**src/layer_ctrl_pkg.sv**
```systemverilog
`default_nettype none

package layer_ctrl_pkg;

    // column counter width, 5 bits covers arrays up to 32 columns
    localparam int cnt_w = 5;

    // pass layer type, values 2 and 3 are reserved
    typedef enum logic [1:0] {
        layer_std = 2'd0,   // standard convolution
        layer_dw  = 2'd1    // depthwise convolution
    } layer_type_t;

    // depthwise restart point sits this far before dw_open_start_num
    localparam logic [cnt_w-1:0] dw_restart_offset = 5'd3;

endpackage

`default_nettype wire

```
**src/accel_cfg_pkg.sv**
```systemverilog
`default_nettype none

package accel_cfg_pkg;

    // array geometry
    localparam int col_num = 8;     // columns, one FIFO and one PE each
    localparam int fifo_depth = 4;  // entries per column FIFO, also bytes per input word

    // datapath widths
    localparam int byte_w = 8;                   // one ifmap element or one weight
    localparam int word_w = fifo_depth * byte_w; // ifmap_in carries a full column load
    localparam int prod_w = 2 * byte_w;          // unsigned byte by byte product

    // four unsigned 8x8 products need 18 bits
    localparam int acc_w = 18;

    // drain down-counter has to hold fifo_depth itself
    localparam int drain_cnt_w = $clog2(fifo_depth + 1);

endpackage

`default_nettype wire
```
**src/ifmap_feed_top.sv**
```systemverilog
`default_nettype none

module ifmap_feed_top (
    input  logic                                                    clk,
    input  logic                                                    reset,
    input  logic [layer_ctrl_pkg::cnt_w-1:0]                        col_en,
    input  logic [layer_ctrl_pkg::cnt_w-1:0]                        row_en,
    input  logic [layer_ctrl_pkg::cnt_w-1:0]                        dw_open_start_num,
    input  logic                                                    dw_first_f,
    input  logic                                                    dw_first_if,
    input  layer_ctrl_pkg::layer_type_t                             pass_layer_type,
    input  logic                                                    valid_if,
    input  logic [accel_cfg_pkg::word_w-1:0]                        ifmap_in,
    output logic                                                    ready_if,
    input  logic                                                    compute_start,
    input  logic [accel_cfg_pkg::byte_w-1:0]                        weight_in,
    output logic [accel_cfg_pkg::col_num*accel_cfg_pkg::byte_w-1:0] ifmap_out,
    output logic [accel_cfg_pkg::col_num*accel_cfg_pkg::acc_w-1:0]  psum_out,
    output logic                                                    psum_valid
);

    logic shift_en;
    logic drain_first;
    logic drain_last;

    ifmap_drain_ctrl u_drain_ctrl (
        .clk           (clk),
        .reset         (reset),
        .compute_start (compute_start),
        .shift_en      (shift_en),
        .drain_busy    (),           // ready_if already reflects it
        .ready_if      (ready_if),
        .drain_first   (drain_first),
        .drain_last    (drain_last)
    );

    vertical_buffer u_vbuf (
        .clk               (clk),
        .reset             (reset),
        .col_en            (col_en),
        .row_en            (row_en),
        .dw_open_start_num (dw_open_start_num),
        .dw_first_f        (dw_first_f),
        .dw_first_if       (dw_first_if),
        .pass_layer_type   (pass_layer_type),
        .valid_if          (valid_if),
        .ready_if          (ready_if),
        .ifmap_in          (ifmap_in),
        .shift_en          (shift_en),
        .ifmap_out         (ifmap_out)
    );

    pe_row u_pe_row (
        .clk         (clk),
        .reset       (reset),
        .shift_en    (shift_en),
        .drain_first (drain_first),
        .drain_last  (drain_last),
        .ifmap_out   (ifmap_out),
        .weight_in   (weight_in),
        .psum_out    (psum_out),
        .psum_valid  (psum_valid)
    );

endmodule

`default_nettype wire

```
**src/pe_row.sv**
```systemverilog
`default_nettype none

module pe_row (
    input  logic                                                   clk,
    input  logic                                                   reset,
    input  logic                                                   shift_en,
    input  logic                                                   drain_first,
    input  logic                                                   drain_last,
    input  logic [accel_cfg_pkg::col_num*accel_cfg_pkg::byte_w-1:0] ifmap_out,
    input  logic [accel_cfg_pkg::byte_w-1:0]                       weight_in,
    output logic [accel_cfg_pkg::col_num*accel_cfg_pkg::acc_w-1:0]  psum_out,
    output logic                                                   psum_valid
);

    import accel_cfg_pkg::*;

    for (genvar c = 0; c < col_num; c++) begin : g_pe
        logic [byte_w-1:0] pixel;
        logic [prod_w-1:0] prod;
        logic [acc_w-1:0]  prod_ext;
        logic [acc_w-1:0]  acc;      // running sum inside a drain
        logic [acc_w-1:0]  psum_q;   // finished sum, held between drains

        assign pixel    = ifmap_out[c*byte_w +: byte_w];
        assign prod     = pixel * weight_in;  // unsigned 8x8
        assign prod_ext = {{(acc_w - prod_w){1'b0}}, prod};

        always_ff @(posedge clk) begin
            if (shift_en) begin
                if (drain_first)
                    acc <= prod_ext;  // fresh sum each drain
                else
                    acc <= acc + prod_ext;
            end
        end

        // last product goes straight into the output register
        always_ff @(posedge clk) begin
            if (reset)
                psum_q <= '0;
            else if (shift_en && drain_last)
                psum_q <= acc + prod_ext;
        end

        assign psum_out[c*acc_w +: acc_w] = psum_q;
    end

    always_ff @(posedge clk) begin
        if (reset)
            psum_valid <= 1'b0;
        else
            psum_valid <= shift_en && drain_last;  // one cycle after the last product
    end

    // frame markers come from the drain controller and must sit inside a shift
    a_marks_inside_shift: assert property (
        @(posedge clk) disable iff (reset) (drain_first || drain_last) |-> shift_en
    ) else $error("drain_first or drain_last without shift_en");

endmodule

`default_nettype wire

```
**src/ifmap_drain_ctrl.sv**
```systemverilog
`default_nettype none

module ifmap_drain_ctrl (
    input  logic clk,
    input  logic reset,
    input  logic compute_start,
    output logic shift_en,
    output logic drain_busy,
    output logic ready_if,
    output logic drain_first,
    output logic drain_last
);

    import accel_cfg_pkg::*;

    // cycles left in the current drain, zero when idle
    logic [drain_cnt_w-1:0] drain_cnt;

    always_ff @(posedge clk) begin
        if (reset) begin
            drain_cnt <= '0;
        end else if (compute_start && (drain_cnt == '0)) begin
            drain_cnt <= drain_cnt_w'(fifo_depth);  // one shift per FIFO entry
        end else if (drain_cnt != '0) begin
            drain_cnt <= drain_cnt - drain_cnt_w'(1);
        end
    end

    assign shift_en   = (drain_cnt != '0);
    assign drain_busy = shift_en;

    // first and last drain cycles frame the PE accumulation
    assign drain_first = (drain_cnt == drain_cnt_w'(fifo_depth));
    assign drain_last  = (drain_cnt == drain_cnt_w'(1));

    // no new words while the columns are emptying
    assign ready_if = !drain_busy;

    a_start_when_idle: assert property (
        @(posedge clk) disable iff (reset) compute_start |-> !drain_busy
    ) else $error("compute_start during an active drain");

endmodule

`default_nettype wire

```
**src/vertical_buffer.sv**
```systemverilog
`default_nettype none

module vertical_buffer (
    input  logic                                             clk,
    input  logic                                             reset,
    input  logic [layer_ctrl_pkg::cnt_w-1:0]                 col_en,
    input  logic [layer_ctrl_pkg::cnt_w-1:0]                 row_en,
    input  logic [layer_ctrl_pkg::cnt_w-1:0]                 dw_open_start_num,
    input  logic                                             dw_first_f,
    input  logic                                             dw_first_if,
    input  layer_ctrl_pkg::layer_type_t                      pass_layer_type,
    input  logic                                             valid_if,
    input  logic                                             ready_if,
    input  logic [accel_cfg_pkg::word_w-1:0]                 ifmap_in,
    input  logic                                             shift_en,
    output logic [accel_cfg_pkg::col_num*accel_cfg_pkg::byte_w-1:0] ifmap_out
);

    import accel_cfg_pkg::*;
    import layer_ctrl_pkg::*;

    // entry 0 is the output end of each column FIFO
    logic [byte_w-1:0] fifo [col_num][fifo_depth];

    logic [cnt_w-1:0] cnt;
    logic [cnt_w-1:0] cnt_next;
    logic [cnt_w-1:0] cnt_inc;
    logic [cnt_w-1:0] cnt_col_wrap;   // std style wrap at col_en
    logic [cnt_w-1:0] cnt_dw_wrap;    // depthwise first pass wrap at row_en
    logic [cnt_w-1:0] dw_restart;
    logic             transfer;

    assign transfer = valid_if && ready_if;

    assign cnt_inc      = cnt + cnt_w'(1);
    assign dw_restart   = dw_open_start_num - dw_restart_offset;
    assign cnt_col_wrap = (cnt == col_en) ? '0 : cnt_inc;
    assign cnt_dw_wrap  = (cnt == row_en) ? dw_restart : cnt_inc;

    always_comb begin
        cnt_next = cnt;
        case (pass_layer_type)
            layer_std: begin
                if (transfer)
                    cnt_next = cnt_col_wrap;
            end
            layer_dw: begin
                if (transfer)
                    cnt_next = dw_first_f ? cnt_dw_wrap : cnt_col_wrap;
                else if (dw_first_if)
                    cnt_next = dw_restart;  // idle strobe reloads the start point
            end
            default: begin
                cnt_next = '0;  // reserved types park the counter
            end
        endcase
    end

    always_ff @(posedge clk) begin
        if (reset)
            cnt <= '0;
        else
            cnt <= cnt_next;
    end

    for (genvar c = 0; c < col_num; c++) begin : g_col
        always_ff @(posedge clk) begin
            if (reset) begin
                for (int k = 0; k < fifo_depth; k++)
                    fifo[c][k] <= '0;
            end else if (transfer && (cnt == cnt_w'(c))) begin
                // parallel load, byte 0 of the word lands at the output end
                for (int k = 0; k < fifo_depth; k++)
                    fifo[c][k] <= ifmap_in[k*byte_w +: byte_w];
            end else if (shift_en) begin
                for (int k = 0; k < fifo_depth - 1; k++)
                    fifo[c][k] <= fifo[c][k+1];
                fifo[c][fifo_depth-1] <= '0;   // zero fill behind the data
            end
        end

        assign ifmap_out[c*byte_w +: byte_w] = fifo[c][0];
    end

    // drain controller must hold off input while the FIFOs shift
    a_no_load_during_shift: assert property (
        @(posedge clk) disable iff (reset) transfer |-> !shift_en
    ) else $error("transfer while shift_en is high");

    a_layer_type_legal: assert property (
        @(posedge clk) disable iff (reset)
        transfer |-> (pass_layer_type inside {layer_std, layer_dw})
    ) else $error("transfer with reserved pass_layer_type %0d", pass_layer_type);

    // col_en, row_en and the dw restart point must all fit the array
    a_cnt_in_range: assert property (
        @(posedge clk) disable iff (reset) transfer |-> (cnt < col_num)
    ) else $error("column counter %0d outside array", cnt);

endmodule

`default_nettype wire

```
**config.mk**
```make
export PLATFORM = sky130hd
export DESIGN_NAME = ifmap_feed_top
export DESIGN_NICKNAME = d
export VERILOG_FILES = /design/src/layer_ctrl_pkg.sv /design/src/accel_cfg_pkg.sv /design/src/ifmap_feed_top.sv /design/src/pe_row.sv /design/src/ifmap_drain_ctrl.sv /design/src/vertical_buffer.sv
export SDC_FILE = /design/constraint.sdc
export NUM_CORES = 2
export LEC_CHECK = 0
export BUFFER_PORTS_ARGS = -buffer_cell sky130_fd_sc_hd__buf_2
export CORE_UTILIZATION = 35
export DETAILED_ROUTE_END_ITERATION = 7
export GPL_ROUTABILITY_DRIVEN = 0
export HOLD_SLACK_MARGIN = 0.15
export SYNTH_ARGS = -nofsm -noshare
export SYNTH_HDL_FRONTEND = slang
export SYNTH_SLANG_ARGS = --single-unit
```
**constraint.sdc**
```tcl
create_clock -name clk -period 9.31 [get_ports clk]
set_input_delay 1.862 -clock clk [delete_from_list [all_inputs] [get_ports clk]]
set_output_delay 1.862 -clock clk [all_outputs]
set_load 0.05 [all_outputs]
```
==> flow_summary.toml <==
[timing]
fmax_ghz = 0.130
period_share = 0.829
slew_headroom = 0.185
fin_skew_ps = 28.4
maxSlewViolCount = 0
worst_slew_pin_slew_ps = 1220
rsz0062_at_grt = "false"
finalCriticalPeriod_ps = 7710
finalHoldWorstSlack_ps = 451
hold_violations = 0
setup-violations-final = 0
fin_setup_tns_ps = 0

[setup_path]
cp-start-kind = "input pin"
cp.arrival_ps = 8100
crit_path_end_kind = "flop"
r2r_cells = 21
worst_path_most_repeated_cell = "fa_1"
worst_ep_required_time_ps = 9690
crit_family = "adder cells"
cp_num_buf_inv = 5
crit_fanout = 44
cp_slowest_cell = "buf_2"
timing.rr.end = "u_pe_row.g_pe[5].acc[17]"
worstReg2RegStart = "u_vbuf.fifo[5][26]"
path_cells = "buf_2, buf_4, nand2_1, fa_1, fa_1, inv_1, fa_1, inv_1, fa_1, inv_1, ha_1, o21ai_0, nand2b_1, o41a_1, a41oi_1, a21oi_1, xor2_1, ha_1, a21o_1, a221o_1, o21ai_0, xor2_1, nor2_1"
cpPeakStageDelay_ps = 720
path_class = "in2reg"
reg2reg_slack_ps = 2940

[grt]
grt_pass1_vias = 30900
antenna_found_initial = 16
grt_pass1_wl_um = 187000
grt_max_degree = 134
grt_usage = 0.190
grt_remaining_overflow = 0

[yosys]
synth_edf_count = 400
ys_ff_latch = 553
avgSynthCellArea_um2 = 9.93
synth_top_area_cell = "edfxtp_1"
yosysWarnings = 0
syn-num-nets = 5245
syn-cell-area_um2 = 44300
synth_cell_types = 79
synth_cells = 4462
synth.area.top_cells = "edfxtp_1 (27%), fa_1 (13%), ha_1 (12%), and2_1 (7.5%), dfxtp_1 (6.9%)"
yosysTopAreaCellShare = 0.271
ys_async_sr_fraction = 0
synth.yosys.seq_area_share = 0.340
synthFlopType = "edfxtp_1"

[clock_network]
clkLatencyLatePin_ps = 650
cts_max_level = 3
post_cts_buffers = 0
root_buffer = "clkbuf_16"
path_clk_slew_ps = 60
clockBufferDepth = 3
cts_resized = 0
cts_sinks = 553
tritoncts = "done"
cts_inserted_buffers = 67
postCtsHoldBufs = 0

[placement]
hpwl_um = 92100
io_buffers = 272

[finish]
multi_input_area_um2 = 26500
num-nets-final = 5361
regArea_um2 = 15100
post-route-util = 0.391
drive_above_1_share = 0.106
area_growth_pct = 10.9
num-fill-cells = 12400

[routing]
drtIter0Drc = 2224
drtAntennaViolNets = 0
drc = 0
routed_wl_um = 122000
wl_per_cell_um = 19.5
dr.pass1.iters = 6
viasPerCell = 5.06
vias = 31800

[floorplan]
dieHeight_um = 358
die_w_um = 358
dieArea_um2 = 128000
start_util = 0.353
io_pins = 273
rows = 130
coreArea_um2 = 126000

[hold_path]
min_from = "u_pe_row.g_pe[4].psum_q[14]"
hold_depth = 2
hold_class = "reg2reg"
worstHoldEndpoint = "u_pe_row.g_pe[4].psum_q[14]"

[run_status]
status = "finished clean"

[run]
cap_violations = 0
## area by class of cell
type,instances,area share
antenna,3,0.000153
clock buffer,87,0.0399
clock inverter,34,0.00514
inverter,421,0.0322
multi-input combinational,3223,0.540
sequential,553,0.307
tap,1650,0.0420
timing repair buffer,312,0.0341
## per-layer routing
metal  vias to the layer above  GRT usage  wire, um
met2                       668      0.288     53800
li1                      15300          -         -
met3                       147     0.0435      7830
met1                     15600      0.268     57900
met5                         -          0       137
met4                        22     0.0542      2640
## worst max path at each step
stage                     slack (ps)                       from                       end  depth (start not counted)
after floorplan                 1520  u_drain_ctrl.drain_cnt[0]         u_vbuf.fifo[5][0]                          9
after global placement          1110               weight_in[2]  u_pe_row.g_pe[1].acc[17]                         23
after detailed placement         970               weight_in[2]  u_pe_row.g_pe[1].acc[17]                         23
after CTS                       1700               weight_in[2]  u_pe_row.g_pe[1].acc[17]                         23
after global routing            1320               weight_in[2]  u_pe_row.g_pe[1].acc[17]                         23
final                           1600               weight_in[2]  u_pe_row.g_pe[1].acc[17]                         23
## through the flow
stage	cell area (um^2)	setup slack (ps)	std cells
finish	49100	1600	6283
CTS	49100	1700	6280
global route	49100	1320	6281
global placement	46900	1110	6159
detailed placement	46900	975	6159
floorplan	44300	1520	4462
## tightest hold or removal path, stage by stage (launching register included)
cell     delay, ps
dfxtp_1        320
nand2_1         40
o21ai_0         50
## registers in the layout (all words and copies together), names as in the netlist
register / cells
u_drain_ctrl.drain_cnt: 3
u_pe_row.g_pe.acc: 144
u_pe_row.g_pe.psum_q: 144
u_pe_row.psum_valid: 1
u_vbuf.cnt: 5
u_vbuf.fifo: 256
## cells in the mapped netlist (all sizes together) (9+ instances only)
| cell | number |
|---|---|
| xnor2 | 152 |
| or3 | 12 |
| nor2b | 26 |
| a21boi | 12 |
| nand2b | 22 |
| o21a | 32 |
| o211ai | 11 |
| a211oi | 33 |
| nand3 | 22 |
| buf | 110 |
| and2 | 531 |
| o21ai | 140 |
| o21bai | 26 |
| clkbuf | 155 |
| nor3 | 33 |
| nand4 | 10 |
| fa | 296 |
| ha | 424 |
| a21oi | 254 |
| nand2 | 498 |
| a21o | 70 |
| xor2 | 79 |
| dfxtp | 153 |
| a22o | 207 |
| a31oi | 17 |
| edfxtp | 400 |
| nor2 | 172 |
| or2 | 9 |
| inv | 421 |
| o31ai | 15 |
| mux2 | 30 |
| and3 | 16 |
## layout by cell type, fill, tap and decap left out, types with 32 or more instances in the layout
cell type / netlist / layout
a22o_1: 207 / 207
o21ai_0: 133 / 126
buf_2: 18 / 271
nand2_1: 498 / 497
xor2_1: 79 / 79
nor3_1: 33 / 33
buf_4: 64 / 40
o21a_1: 32 / 32
dfxtp_1: 153 / 153
a21oi_1: 253 / 253
inv_1: 420 / 420
nor2_1: 172 / 162
edfxtp_1: 400 / 400
fa_1: 296 / 296
a211oi_1: 33 / 33
ha_1: 424 / 424
and2_1: 531 / 530
a21o_1: 70 / 70
xnor2_1: 152 / 152
clkbuf_16: 0 / 76
## cell families after synthesis
group / after synthesis / share of synthesized area
and+or+nand+nor: 1370 / 0.155
DFF: 553 / 0.340
adders and majority gates: 720 / 0.253
buffers and inverters: 686 / 0.0640
xor gates and xnor gates: 231 / 0.0457
muxes: 33 / 0.00830
AOI/OAI and AO/OA: 869 / 0.134
Power is left out: the tool's default activity adds up to more than one toggle a clock period on the data nets, which glitch-free logic cannot reach.
